### src/rtl/flash_boot_pkg.sv
////////////////////
// shared constants, types and state encodings for the flash boot copy engine
// import with a wildcard in the module header of each RTL file
////////////////////

package flash_boot_pkg;

  localparam int FL_AW      = 22;  // flash byte address
  localparam int FL_DW      = 8;   // flash data bus
  localparam int WORD_W     = 32;
  localparam int FL_DLY     = 4;   // cycles per byte, 160 ns at 25 MHz
  localparam int FIFO_DEPTH = 4;
  localparam int CNT_W      = 12;  // word counts and indexes
  localparam int MEM_AW     = 16;  // memory word address

  typedef logic [FL_AW-1:0]                fl_addr_t;
  typedef logic [FL_DW-1:0]                fl_data_t;
  typedef logic [WORD_W-1:0]               word_t;
  typedef logic [CNT_W-1:0]                word_cnt_t;
  typedef logic [MEM_AW-1:0]               mem_addr_t;
  typedef logic [$clog2(FL_DLY)-1:0]       dly_cnt_t;   // byte hold timer
  typedef logic [$clog2(FIFO_DEPTH)-1:0]   fifo_ptr_t;
  typedef logic [$clog2(FIFO_DEPTH):0]     fifo_cnt_t;  // one extra bit for full

  // flash control outputs, all strobes active low
  typedef struct packed {
    fl_addr_t adr;
    logic     ce_n;
    logic     oe_n;
    logic     rst_n;
  } fl_pins_t;

  // one buffered word tagged with its place in the block
  typedef struct packed {
    word_cnt_t idx;
    word_t     data;
  } boot_word_t;

  typedef enum logic [2:0] {RD_IDLE, RD_BYTE0, RD_BYTE1, RD_BYTE2, RD_BYTE3} rd_state_t;
  typedef enum logic [1:0] {FE_IDLE, FE_ISSUE, FE_WAIT, FE_DONE} fetch_state_t;

endpackage

### src/rtl/boot_fetch.sv
////////////////////
// block fetcher
// walks the flash block one word at a time through the read engine and
// pushes each word, tagged with its index, into the word FIFO
////////////////////

`timescale 1ns/10ps

module boot_fetch import flash_boot_pkg::*; (
  input  logic       clk,
  input  logic       rst,
  input  logic       start,
  input  word_cnt_t  boot_base,
  input  word_cnt_t  boot_words,
  input  logic       fifo_full,
  output logic       push,
  output boot_word_t push_word,
  output logic       busy,
  input  logic       wr_done,
  output fl_pins_t   fl_pins,
  input  fl_data_t   fl_dat_r
);

  fetch_state_t state;
  word_cnt_t    base_q;
  word_cnt_t    cnt_q;
  word_cnt_t    idx_q;    // next word to read
  logic         rd_req;
  word_cnt_t    rd_word;
  logic         rd_done;
  word_t        rd_data;

  // one read in flight at most, so a free entry always waits for it
  assign rd_req  = (state == FE_ISSUE) && !fifo_full;
  assign rd_word = base_q + idx_q;

  assign push      = (state == FE_WAIT) && rd_done;
  assign push_word = '{idx: idx_q, data: rd_data};
  assign busy      = (state != FE_IDLE);

  always_ff @(posedge clk or posedge rst) begin
    if (rst) begin
      state  <= FE_IDLE;
      base_q <= '0;
      cnt_q  <= '0;
      idx_q  <= '0;
    end else begin
      case (state)
        FE_IDLE: if (start) begin
          base_q <= boot_base;
          cnt_q  <= boot_words;
          idx_q  <= '0;
          state  <= FE_ISSUE;
        end
        FE_ISSUE: if (rd_req) state <= FE_WAIT;
        FE_WAIT: if (rd_done) begin
          idx_q <= idx_q + 1'b1;
          state <= (idx_q == cnt_q - word_cnt_t'(1)) ? FE_DONE : FE_ISSUE;
        end
        default: if (wr_done) state <= FE_IDLE;  // wait for the writer to drain
      endcase
    end
  end

  flash_read_ctrl rd_ctrl_i (
    .clk      (clk),
    .rst      (rst),
    .rd_req   (rd_req),
    .rd_word  (rd_word),
    .rd_done  (rd_done),
    .rd_data  (rd_data),
    .fl_pins  (fl_pins),
    .fl_dat_r (fl_dat_r)
  );

endmodule

### src/rtl/flash_boot_top.sv
////////////////////
// boot copy engine top level
// a start pulse copies boot_words words from flash word boot_base
// into memory from dest_base, done pulses once when the copy is complete
////////////////////

`timescale 1ns/10ps

module flash_boot_top import flash_boot_pkg::*; (
  input  logic      clk,
  input  logic      rst,
  input  logic      start,
  input  word_cnt_t boot_base,
  input  word_cnt_t boot_words,
  input  mem_addr_t dest_base,
  output fl_pins_t  fl_pins,
  input  fl_data_t  fl_dat_r,
  input  logic      mem_ready,
  output logic      mem_we,
  output mem_addr_t mem_adr,
  output word_t     mem_dat,
  output logic      busy,
  output logic      done
);

  logic       push;
  boot_word_t push_word;
  logic       pop;
  boot_word_t head;
  logic       empty;
  logic       full;
  logic       wr_done;

  assign done = wr_done;

  boot_fetch fetch_i (
    .clk        (clk),
    .rst        (rst),
    .start      (start),
    .boot_base  (boot_base),
    .boot_words (boot_words),
    .fifo_full  (full),
    .push       (push),
    .push_word  (push_word),
    .busy       (busy),
    .wr_done    (wr_done),
    .fl_pins    (fl_pins),
    .fl_dat_r   (fl_dat_r)
  );

  word_fifo fifo_i (
    .clk       (clk),
    .rst       (rst),
    .push      (push),
    .push_word (push_word),
    .pop       (pop),
    .head      (head),
    .empty     (empty),
    .full      (full)
  );

  mem_writer writer_i (
    .clk        (clk),
    .rst        (rst),
    .start      (start),
    .dest_base  (dest_base),
    .boot_words (boot_words),
    .empty      (empty),
    .head       (head),
    .mem_ready  (mem_ready),
    .pop        (pop),
    .mem_we     (mem_we),
    .mem_adr    (mem_adr),
    .mem_dat    (mem_dat),
    .wr_done    (wr_done)
  );

endmodule

### src/rtl/flash_read_ctrl.sv
////////////////////
// byte-wide NOR flash read engine
// keeps the part in read mode and fetches one 32-bit word per rd_req pulse,
// four bytes big-endian, each address held FL_DLY cycles before sampling
// rd_done pulses 4*FL_DLY+1 cycles after rd_req
////////////////////

`timescale 1ns/10ps

module flash_read_ctrl import flash_boot_pkg::*; (
  input  logic      clk,
  input  logic      rst,
  input  logic      rd_req,
  input  word_cnt_t rd_word,
  output logic      rd_done,
  output word_t     rd_data,
  output fl_pins_t  fl_pins,
  input  fl_data_t  fl_dat_r
);

  rd_state_t state;
  dly_cnt_t  timer;
  fl_addr_t  fl_adr;
  logic      ce_n;
  logic      oe_n;
  logic      fl_rst_n;
  logic      sample;  // current byte ready on the bus

  ////////////////////
  // read mode strobes
  ////////////////////

  always_ff @(posedge clk or posedge rst) begin
    if (rst) begin
      ce_n     <= 1'b1;
      oe_n     <= 1'b1;
      fl_rst_n <= 1'b0;  // hold part in reset
    end else begin
      ce_n     <= 1'b0;
      oe_n     <= 1'b0;
      fl_rst_n <= 1'b1;
    end
  end

  ////////////////////
  // byte sequencer
  ////////////////////

  assign sample = (state != RD_IDLE) && (timer == '0);

  always_ff @(posedge clk or posedge rst) begin
    if (rst) begin
      state   <= RD_IDLE;
      timer   <= '0;
      fl_adr  <= '0;
      rd_done <= 1'b0;
    end else begin
      rd_done <= 1'b0;
      if (state == RD_IDLE) begin
        if (rd_req) begin
          fl_adr <= fl_addr_t'({rd_word, 2'b00});  // byte 0 of the word
          timer  <= dly_cnt_t'(FL_DLY - 1);
          state  <= RD_BYTE0;
        end
      end else if (!sample) begin
        timer <= timer - 1'b1;
      end else begin
        timer <= dly_cnt_t'(FL_DLY - 1);
        case (state)
          RD_BYTE0: state <= RD_BYTE1;
          RD_BYTE1: state <= RD_BYTE2;
          RD_BYTE2: state <= RD_BYTE3;
          default: begin
            state   <= RD_IDLE;
            rd_done <= 1'b1;  // last byte captured this edge
          end
        endcase
        if (state != RD_BYTE3) begin
          fl_adr[1:0] <= fl_adr[1:0] + 2'd1;  // next byte
        end
      end
    end
  end

  // first byte ends up in the top lane after four shifts
  always_ff @(posedge clk) begin
    if (sample) begin
      rd_data <= {rd_data[WORD_W-FL_DW-1:0], fl_dat_r};
    end
  end

  assign fl_pins = '{adr: fl_adr, ce_n: ce_n, oe_n: oe_n, rst_n: fl_rst_n};

endmodule

### src/rtl/mem_writer.sv
////////////////////
// drains the word FIFO into the on-chip memory port
// writes whenever a word is waiting and mem_ready is high,
// wr_done pulses the cycle after the block's last index is written
////////////////////

`timescale 1ns/10ps

module mem_writer import flash_boot_pkg::*; (
  input  logic       clk,
  input  logic       rst,
  input  logic       start,
  input  mem_addr_t  dest_base,
  input  word_cnt_t  boot_words,
  input  logic       empty,
  input  boot_word_t head,
  input  logic       mem_ready,
  output logic       pop,
  output logic       mem_we,
  output mem_addr_t  mem_adr,
  output word_t      mem_dat,
  output logic       wr_done
);

  mem_addr_t dest_q;
  word_cnt_t last_q;  // index of the final word
  logic      last_wr;

  // write and pop together, no extra latency
  assign pop     = !empty && mem_ready;
  assign mem_we  = pop;
  assign mem_adr = dest_q + mem_addr_t'(head.idx);
  assign mem_dat = head.data;
  assign last_wr = pop && (head.idx == last_q);

  always_ff @(posedge clk or posedge rst) begin
    if (rst) begin
      dest_q  <= '0;
      last_q  <= '0;
      wr_done <= 1'b0;
    end else begin
      if (start) begin
        dest_q <= dest_base;
        last_q <= boot_words - word_cnt_t'(1);
      end
      wr_done <= last_wr;
    end
  end

endmodule

### src/rtl/word_fifo.sv
////////////////////
// small synchronous FIFO between flash reads and memory writes
// head is valid whenever empty is low, push and pop may share a cycle
////////////////////

`timescale 1ns/10ps

module word_fifo import flash_boot_pkg::*; (
  input  logic       clk,
  input  logic       rst,
  input  logic       push,
  input  boot_word_t push_word,
  input  logic       pop,
  output boot_word_t head,
  output logic       empty,
  output logic       full
);

  boot_word_t mem [FIFO_DEPTH];
  fifo_ptr_t  wr_ptr;
  fifo_ptr_t  rd_ptr;
  fifo_cnt_t  count;

  assign empty = (count == '0);
  assign full  = (count == fifo_cnt_t'(FIFO_DEPTH));
  assign head  = mem[rd_ptr];

  // entry storage
  always_ff @(posedge clk) begin
    if (push) begin
      mem[wr_ptr] <= push_word;
    end
  end

  ////////////////////
  // pointers and fill level
  ////////////////////

  always_ff @(posedge clk or posedge rst) begin
    if (rst) begin
      wr_ptr <= '0;
      rd_ptr <= '0;
      count  <= '0;
    end else begin
      if (push) wr_ptr <= wr_ptr + 1'b1;  // wraps, depth is a power of two
      if (pop)  rd_ptr <= rd_ptr + 1'b1;
      case ({push, pop})
        2'b10:   count <= count + 1'b1;
        2'b01:   count <= count - 1'b1;
        default: count <= count;  // both or neither
      endcase
    end
  end

endmodule

### config.mk
export PLATFORM = sky130hd
export DESIGN_NAME = flash_boot_top
export DESIGN_NICKNAME = d
export VERILOG_FILES = /design/src/rtl/flash_boot_pkg.sv /design/src/rtl/boot_fetch.sv /design/src/rtl/flash_boot_top.sv /design/src/rtl/flash_read_ctrl.sv /design/src/rtl/mem_writer.sv /design/src/rtl/word_fifo.sv
export SDC_FILE = /design/constraint.sdc
export NUM_CORES = 1
export LEC_CHECK = 0
export BUFFER_PORTS_ARGS = -buffer_cell sky130_fd_sc_hd__clkbuf_2
export CELL_PAD_IN_SITES_DETAIL_PLACEMENT = 0
export CELL_PAD_IN_SITES_GLOBAL_PLACEMENT = 1
export CORE_MARGIN = 3
export CORE_UTILIZATION = 54
export DETAILED_ROUTE_END_ITERATION = 7
export GPL_TIMING_DRIVEN = 0
export PLACE_DENSITY = 0.91
export SYNTH_ARGS = -nofsm -noshare
export SYNTH_HDL_FRONTEND = slang
export SYNTH_HIERARCHICAL = 1
export SYNTH_SLANG_ARGS = --single-unit
### constraint.sdc
create_clock -name clk -period 9.85 [get_ports clk]
set_clock_uncertainty 0.1 [all_clocks]
set_input_delay 1.4775 -clock clk [delete_from_list [all_inputs] [get_ports clk]]
set_output_delay 1.4775 -clock clk [all_outputs]
set_load 0.05 [all_outputs]
==> flow_summary.ini, run 1 <==
[logic_synthesis]
ys_seq_area_share_pct = 62.93
yosys_register_bits = 304
ys_warn_count = 6
ys_types = 77
synth_cells = 893
synth_area_per_cell_sq_um = 15.39
synthArstFlopShare_pct = 31.58
syn_area_sq_um = 13750
synth_top_flop_cell = edfxtp_1
synth-edff-count = 208

[sta]
max_freq_ghz = 0.1867
grt_setup_unrepaired = false
fin_tns_setup_ps = 0
fin_ws_ps = 4495
fin_crit_sh_pct = 54.36
report.final.hold_viol_count = 0
period_needed_ps = 5355
slew_headroom_pct = 25.99
worstMarginPinSlew_ps = 1109
slew_violations = 0
finalSetupViolCount = 0

[global_routing]
grt_use_total_pct = 20.41
grt_antenna_before_repair = 0
grt_pass1_vias = 7990
grt_max_degree = 39
grt_pass1_wl_um = 43130
overflow = 0

[clock_tree]
clkTransAtPathRegs_ps = 60
cts_buffers = 30
cts.sinks = 304
htreeDepth = 1
cts_tree = built
cts_hold_buf = 0
clk-insertion-delay-late_ps = 560
cts.path.max_buffers = 3
cts_setup_buffers = 0
root_buffer = clkbuf_16
cts_resized = 0

[drt]
drc = 0
wl_per_cell_um = 19.37
postRouteAntennaNets = 0
viasPerCell = 5.634
routed_wl_um = 27180
first_pass_iters = 5
drt_iter0_drc = 524
num_vias = 7905

[pwr]
pwr-share-seq_pct = 32.9
total_power_mw = 5.107
p_leak_nw = 6.199
comb_power_share_pct = 44.9
peakVddDrop_mv = 0.3268
clockPowerShare_pct = 22.2
switchingPower_mw = 2.055
p_sw_share_pct = 40.25
intPower_mw = 3.051
power.density_nw_per_um2 = 322.0

[cells_and_area]
final_nets = 1143
fillers = 1818
final_cell_mix = 208 x edfxtp_1, 119 x clkbuf_2, 95 x dfrtp_1
final_cells = 1403
final_util_pct = 64.27
area_delta_synth_final_pct = 15.37
antenna_cells = 0
final_common_cell = edfxtp_1
seqCellArea_sq_um = 8650
multiInputGateArea_sq_um = 4471
drive_above_1_share_pct = 31.79

[worst_hold_path]
hold_path.class = flop to flop
min-delay-start = writer_i/dest_q[9]

[worst_setup_path]
worstPathMaxFanout = 10
reg2reg_from = fetch_i/idx_q[0]
crit_required_ps = 8270
end_kind = primary output
crit_start = fifo_i/rd_ptr[0]
critPathKind = flop to primary output
start_kind = flop
cp.arrival_ps = 3780

[placement]
portBuffers = 119
dpl.cell_count = 1348
dpl.hpwl_um = 18140
place.gp.congestion = 0.8020
preCtsSetupSlack_ps = 5054

[floorplan]
fp.dieH_um = 165.5
initial_core_util_pct = 55.70
ios = 128
core-area_sq_um = 24680
dieArea_sq_um = 27410
rows = 57
dieWidth_um = 165.5

[job]
cap_viol_max_count = 0

[run_status]
status = complete, no violations
[per-stage QoR]
step | hold slack [ps] | area, sq um
floorplan | 355.8 | 13780
global placement | 369.1 | 14780
detailed placement | 383.3 | 14860
CTS | 397.9 | 15860
global route | 421.1 | 15860
finish | 391.7 | 15860
[routing by layer]
metal	part of all wire, %	vias to the layer above	global-route usage [%]
li1	-	3634	-
met1	43	3944	29.14
met2	48	277	33.21
met3	6.2	50	2.719
met4	2.6	0	6.125
met5	0	-	0
[area by class of cell]
type | count | share of cell area, %
Tap cell | 324 | 2.556
Timing Repair Buffer | 123 | 4.260
Buffer | 72 | 3.511
Clock buffer | 36 | 4.939
Clock inverter | 19 | 1.341
Multi-Input combinational cell | 497 | 28.19
Inverter | 28 | 0.6627
Sequential cell | 304 | 54.54
[cells in the mapped netlist (4+ instances only)]
master / number / area share (%)
edfxtp_1: 208 / 45
dfrtp_1: 95 / 17
buf_4: 46 / 2.5
nor2_1: 44 / 1.2
xnor2_1: 44 / 2.8
mux2_2: 41 / 3.4
mux4_2: 38 / 6.2
ha_1: 32 / 2.9
nand2_1: 32 / 0.87
a21oi_1: 31 / 1.1
inv_1: 28 / 0.76
xor2_1: 28 / 1.8
nand3_1: 21 / 0.76
nor3_1: 17 / 0.62
o21ai_0: 15 / 0.55
buf_2: 12 / 0.44
nand4_1: 11 / 0.50
nor2b_1: 10 / 0.46
and2_1: 8 / 0.36
mux2_4: 8 / 0.87
a21o_1: 6 / 0.33
and3_1: 6 / 0.27
mux4_1: 6 / 1.1
clkbuf_1: 5 / 0.14
nand2b_1: 5 / 0.23
nand3b_1: 5 / 0.27
o211ai_1: 5 / 0.27
o21ai_1: 5 / 0.18
a211o_1: 4 / 0.25
buf_12: 4 / 0.58
mux2i_1: 4 / 0.29
[path summary, 6_finish.rpt]
| path | end | slack, ps | depth (start not counted) |
|---|---|---|---|
| max reg2reg | fetch_i/rd_ctrl_i/fl_adr[12] | 7080 | 10 |
| min | writer_i/dest_q[9] | 390 | 1 |
| min in group asynchronous | fifo_i/rd_ptr[0] | 860 | 2 |
| max in group asynchronous | writer_i/dest_q[0] | 7780 | 2 |
| max | mem_adr[8] | 4500 | 10 |
| min reg2reg | writer_i/dest_q[9] | 390 | 1 |
[power by group through the flow]
stage	registers [mW]	logic, mW	clock network, mW
4_1_cts	1.68	2.31	1.16
3_5_place_dp	1.70	2.28	0
2_1_floorplan	1.72	1.79	0
3_3_place_gp	1.70	2.25	0
6_report	1.68	2.29	1.14
5_1_grt	1.70	2.46	1.21
[registers in the layout, summed over array words and instances, names as in the netlist, 12 cells and up]
name and cells:
fifo_i/mem 176, fetch_i/rd_ctrl_i/rd_data 32, writer_i/last_q 12, writer_i/dest_q 16, fetch_i/cnt_q 12, fetch_i/rd_ctrl_i/fl_adr 14
fetch_i/idx_q 12, fetch_i/base_q 12
[worst max-delay path, stage by stage (launching register included)]
cell      delay (ps)
dfrtp_1          360
buf_6            210
buf_12           170
mux4_2           560
ha_1             280
fa_1             420
a21o_1           240
a221oi_4         370
o21ai_1          140
xor2_1           160
clkbuf_2         300
[cell families after synthesis]
group	share of synthesized area, %
AOI/OAI and AO/OA	5.116
xor gates and xnor gates	4.588
adders and majority gates	3.350
buffers and inverters	4.815
DFF	62.93
muxes	11.98
other	0.05464
and+or+nand+nor	7.173
Note: power is estimated with default switching activity, not from simulation.
==> run 2: changes to the inputs <==
Settings changed: CORE_UTILIZATION 54 to 50, PLACE_DENSITY 0.91 to 0.86.
Clock period 9.85 ns to 5 ns, I/O delays scaled along.
==> flow_summary.ini, run 2 (synthesized netlist as in run 1, its figures left out) <==
[sta]
period_needed_ps = 4618
max_freq_ghz = 0.2166
slew_headroom_pct = 24.30
grt_setup_unrepaired = false
timing.hold.ws_ps = 143.8
finalSetupViolCount = 0
fin_tns_setup_ps = 0
report.final.hold_viol_count = 0
slew_violations = 0
fin_crit_sh_pct = 92.36
worstMarginPinSlew_ps = 1134

[clock_tree]
cts.path.max_buffers = 3
clkTransAtPathRegs_ps = 70
root_buffer = clkbuf_16
cts_buffers = 29
cts_hold_buf = 0
clk-insertion-delay-late_ps = 550
cts.sinks = 304
cts_setup_buffers = 0
htreeDepth = 1
cts_tree = built
cts_resized = 0

[floorplan]
dieArea_sq_um = 29520
rows = 60
core-area_sq_um = 26950
dieWidth_um = 171.8
ios = 128
initial_core_util_pct = 51.00
fp.dieH_um = 171.8

[cells_and_area]
area_delta_synth_final_pct = 16.04
final_common_cell = edfxtp_1
final_nets = 1142
reg_top3 = fifo_i/mem: 176 flops, fetch_i/rd_ctrl_i/rd_data: 32 flops, writer_i/dest_q: 16 flops
largest_reg_flops = 176
antenna_cells = 0
drive_above_1_share_pct = 32.65
regMostFlops = fifo_i/mem
final_cell_mix = 208 x edfxtp_1, 119 x clkbuf_2, 95 x dfrtp_1

[placement]
place.gp.congestion = 0.7716
portBuffers = 119
dpl.hpwl_um = 17680

[global_routing]
grt_max_degree = 39
grt_pass1_wl_um = 41790
grt_use_total_pct = 17.96
grt_antenna_before_repair = 0
overflow = 0
grt_pass1_vias = 7876

[worst_setup_path]
start_kind = flop
cp.arrival_ps = 3770
crit_required_ps = 4150
critPathKind = flop to primary output
rrSetupSlack_ps = 2250
r2r-end = fetch_i/rd_ctrl_i/fl_adr[12]
end_kind = primary output
rr_worst_depth = 10
reg2reg_from = fetch_i/idx_q[0]
worstPathMaxFanout = 10

[drt]
viasPerCell = 5.430
postRouteAntennaNets = 0
drt_iter0_drc = 461
routed_wl_um = 26120
num_vias = 7705
drc = 0
wl_per_cell_um = 18.41
first_pass_iters = 6

[job]
cap_viol_max_count = 0

[pwr]
power.density_nw_per_um2 = 637.4
peakVddDrop_mv = 0.3546
p_leak_nw = 6.243

[run_status]
status = complete, no violations

[worst_hold_path]
hold_path.class = input port to async pin
[run 2: routing by layer]
metal  global-route usage [%]  part of all wire (%)
met3                    3.470                   6.4
met2                    29.07                    48
met5                        0                     0
met1                    25.00                    43
met4                    5.588                   2.5
[run 2: critical path, cell delays in order (launching register included)]
cell      delay, ps
dfrtp_1         340
buf_6           210
buf_12          170
mux4_2          560
ha_1            280
fa_1            410
a21o_1          230
a221oi_4        380
nor3_1          140
nor3_2          190
clkbuf_2        300
[run 2: metrics by stage]
step                      total power [mW]  setup WS (ps)  util [%]  instance area (sq um)  instances
after floorplan                      6.916          896.8         -                  13780        901
after global placement               7.787          940.8     54.91                  14800       1361
after detailed placement             7.847          910.3     55.23                  14880       1365
after CTS                            10.26          327.0     59.18                  15950       1419
after global routing                 10.71          208.4     59.18                  15950       1419
final                                10.17          382.2     59.18                  15950       1419
[run 2: worst max path at each step]
stage	from	to	cells after the start	slack [ps]
floorplan	fifo_i/rd_ptr[0]	mem_adr[10]	9	900
global placement	fifo_i/rd_ptr[0]	mem_adr[12]	10	940
detailed placement	fifo_i/rd_ptr[1]	mem_adr[12]	10	910
CTS	fifo_i/rd_ptr[1]	mem_adr[12]	10	330
finish	fifo_i/rd_ptr[0]	mem_adr[12]	10	380
global route	fifo_i/rd_ptr[0]	mem_adr[12]	10	210
[run 2: final cells by class]
type | count | area (sq um)
Sequential cell | 304 | 8650
Fill cell | 2079 | 11000
Timing Repair Buffer | 123 | 675.6
Tap cell | 341 | 426.7
Buffer | 72 | 556.8
Inverter | 28 | 105.1
Multi-Input combinational cell | 497 | 4471
Clock inverter | 17 | 260.3
Clock buffer | 37 | 805.8
[run 2: power breakdown]
group	switching, mW	leakage, nW	internal, mW
Clock	0.929	0.528	1.46
Combinational	2.82	2.64	1.65
Sequential	0.275	3.07	3.03
==> run 3: changes to the inputs <==
Settings changed: CORE_ASPECT_RATIO from default to 2, RECOVER_POWER from default to 100, SYNTH_HIERARCHICAL 1 to default.
==> flow_summary.ini, run 3 <==
[worst_setup_path]
start_kind = flop
crit_required_ps = 4150
r2r-end = fifo_i.mem[2][24]
rr_worst_depth = 4
reg2reg_from = fetch_i.state[1]
cp.arrival_ps = 3920
cp-endpoint = mem_adr[15]
slowest_stage = dfrtp_1
crit_family = simple AND/OR/NAND/NOR gates
crit_path_frequent_cell = clkbuf_2
worstPathCellList = clkbuf_2 > mux4_2 > ha_1 > nand2_1 > o31ai_2 > a21oi_2 > and4b_1 > or4_1 > clkbuf_2
critPathKind = flop to primary output
crit_start = fifo_i.rd_ptr[1]
critical_path_buf_inv_count = 2
rrSetupSlack_ps = 1250
cpPeakStageDelay_ps = 610
crit_cells = 9
end_kind = primary output
worstPathMaxFanout = 10

[clock_tree]
cts.path.max_buffers = 3
clk-insertion-delay-late_ps = 560
root_buffer = clkbuf_16
cts_tree = built
cts_buffers = 26
htreeDepth = 1
cts_setup_buffers = 0
cts.sinks = 304
clkTransAtPathRegs_ps = 60
cts_hold_buf = 0
cts_resized = 3

[cells_and_area]
regMostFlops = fifo_i.mem
area_delta_synth_final_pct = 14.09
largest_reg_flops = 176
reg_top3 = fifo_i.mem: 176 flops, fetch_i.rd_ctrl_i.rd_data: 32 flops, writer_i.dest_q: 16 flops
antenna_cells = 0
final_nets = 1107
fillers = 2118
drive_above_1_share_pct = 19.35
final_cell_mix = 208 x edfxtp_1, 95 x dfrtp_1, 92 x clkbuf_1
final_common_cell = edfxtp_1

[logic_synthesis]
synth-edff-count = 208
synth_top_flop_cell = edfxtp_1
synth_cells = 861
yosysTopAreaCellShare_pct = 47.73
ys_seq_area_share_pct = 66.10
syn_area_sq_um = 13090
synthXorXnorAreaFrac_pct = 4.418
synthArstFlopShare_pct = 31.58
ys_top_cells_by_area = edfxtp_1 48%, dfrtp_1 18%, mux4_2 7.6%
synth_most_common_cell = edfxtp_1
muxShareOfSynthArea_pct = 10.99
synth_top_family_by_area = multiplexers
synth_area_per_cell_sq_um = 15.20
ys_warn_count = 0
yosys_register_bits = 304
synthAdderAreaFrac_pct = 3.519
synth-simple-area-share_pct = 6.961
synth_area_leader_cell = edfxtp_1
ys_types = 64
synthTopCellsByCount = 208 x edfxtp_1, 95 x dfrtp_1, 49 x nand2_1, 44 x mux4_2, 43 x o21ai_0
synth_compound_area_share_pct = 5.575

[floorplan]
core-area_sq_um = 25750
initial_core_util_pct = 50.81
rows = 83
dieArea_sq_um = 28270
ios = 128
fp.dieH_um = 234.8
dieWidth_um = 120.4

[drt]
num_vias = 7535
viasPerCell = 5.464
drt_iter0_drc = 442
first_pass_iters = 4
routed_wl_um = 27050
wl_per_cell_um = 19.62
drc = 0
postRouteAntennaNets = 0

[placement]
place.gp.congestion = 0.8321
dpl.hpwl_um = 19000
portBuffers = 118
preCtsSetupSlack_ps = 169.2

[global_routing]
met3_usage_pct = 2.384
grt_max_degree = 56
grtUsageMet1_pct = 21.59
grt_antenna_before_repair = 0
grt_pass1_wl_um = 42780
overflow = 0
grt_use_total_pct = 19.50
busiest_layer = met2
use_met2_pct = 37.32
grt_pass1_vias = 7817

[sta]
grt_setup_unrepaired = false
timing.hold.ws_ps = 265.3
worstMarginPinSlew_ps = 2961
max_freq_ghz = 0.2096
slew_headroom_pct = -97.38
fin_crit_sh_pct = 95.41
slew_violations = 244
period_needed_ps = 4771
report.final.hold_viol_count = 0
finalSetupViolCount = 0
fin_ws_ps = 229.5
fin_tns_setup_ps = 0

[job]
cap_viol_max_count = 7

[worst_hold_path]
hold_path.class = input port to flop

[pwr]
p_leak_nw = 5.473
power.density_nw_per_um2 = 655.2
peakVddDrop_mv = 0.4382

[run_status]
violations = max-capacitance violations, max-slew violations
status = finished, violations left
run 3: cell count changes after synthesis, sizes merged, moves of 6 or more:
cell	previous run	this run
nand3	21	13
o31ai	3	9
mux2	50	37
buf	67	20
nand2	33	49
o21ai	21	44
clkbuf	5	21
a31oi	3	9
run 3: area by class of cell:
| cell class | count | area (sq um) | share of cell area, % |
|---|---|---|---|
| inverters | 29 | 110.1 | 0.7375 |
| multi-input cells | 495 | 4159 | 27.86 |
| clock inverters | 20 | 192.7 | 1.291 |
| repair buffers | 124 | 534.3 | 3.579 |
| plain buffers | 40 | 203.9 | 1.366 |
| flip-flops and latches | 304 | 8650 | 57.94 |
| clock buffers | 27 | 654.4 | 4.383 |
| well taps | 340 | 425.4 | 2.849 |
run 3: routing by layer:
layer / part of all wire, % / routed length [um]
met5: 0 / 0
met2: 58 / 15640
met4: 3.4 / 928
met1: 35 / 9475
met3: 3.7 / 1005
run 3: worst min path at each step:
stage | startpoint | end | cells past startpoint
floorplan | fetch_i.rd_ctrl_i.timer[0] | fetch_i.rd_ctrl_i.timer[0] | 1
global placement | fetch_i.rd_ctrl_i.timer[0] | fetch_i.rd_ctrl_i.timer[0] | 1
detailed placement | fetch_i.rd_ctrl_i.timer[0] | fetch_i.rd_ctrl_i.timer[0] | 1
CTS | rst | fetch_i.rd_ctrl_i.fl_rst_n | 2
global route | fl_dat_r[2] | fetch_i.rd_ctrl_i.rd_data[2] | 1
finish | fl_dat_r[5] | fetch_i.rd_ctrl_i.rd_data[5] | 1
run 3: where the power goes:
part | leakage (nW) | switching, mW | internal (mW)
sequential | 3.02 | 0.432 | 3.26
clock | 0.392 | 0.910 | 1.07
combinational | 2.06 | 2.76 | 1.35
total | 5.47 | 4.10 | 5.68
run 3: kinds of logic (layout without fill, tap and decap cells):
family          Yosys count  count (layout)
other cells               2              10
flops                   304             304
mux                      84              84
simple gates            181             181
buf+inv                  70             240
compound gates          119             119
fa+ha+maj                35              35
xor+xnor                 66              66
run 3: worst register-to-register path, cell delays in order, from the launching register on:
cell and delay (ps):
dfrtp_1 320, clkbuf_1 280, nor2b_1 390, and3_1 670, clkbuf_1 1560
run 3: stage by stage:
step / std cells / util, % / total power [mW] / area [sq um]
detailed placement: 1333 / 55.45 / 7.978 / 14280
global route: 1379 / 57.97 / 10.34 / 14930
floorplan: 869 / - / 6.916 / 13120
global placement: 1327 / 54.87 / 7.870 / 14130
CTS: 1379 / 58.76 / 9.990 / 15130
finish: 1379 / 57.97 / 9.782 / 14930
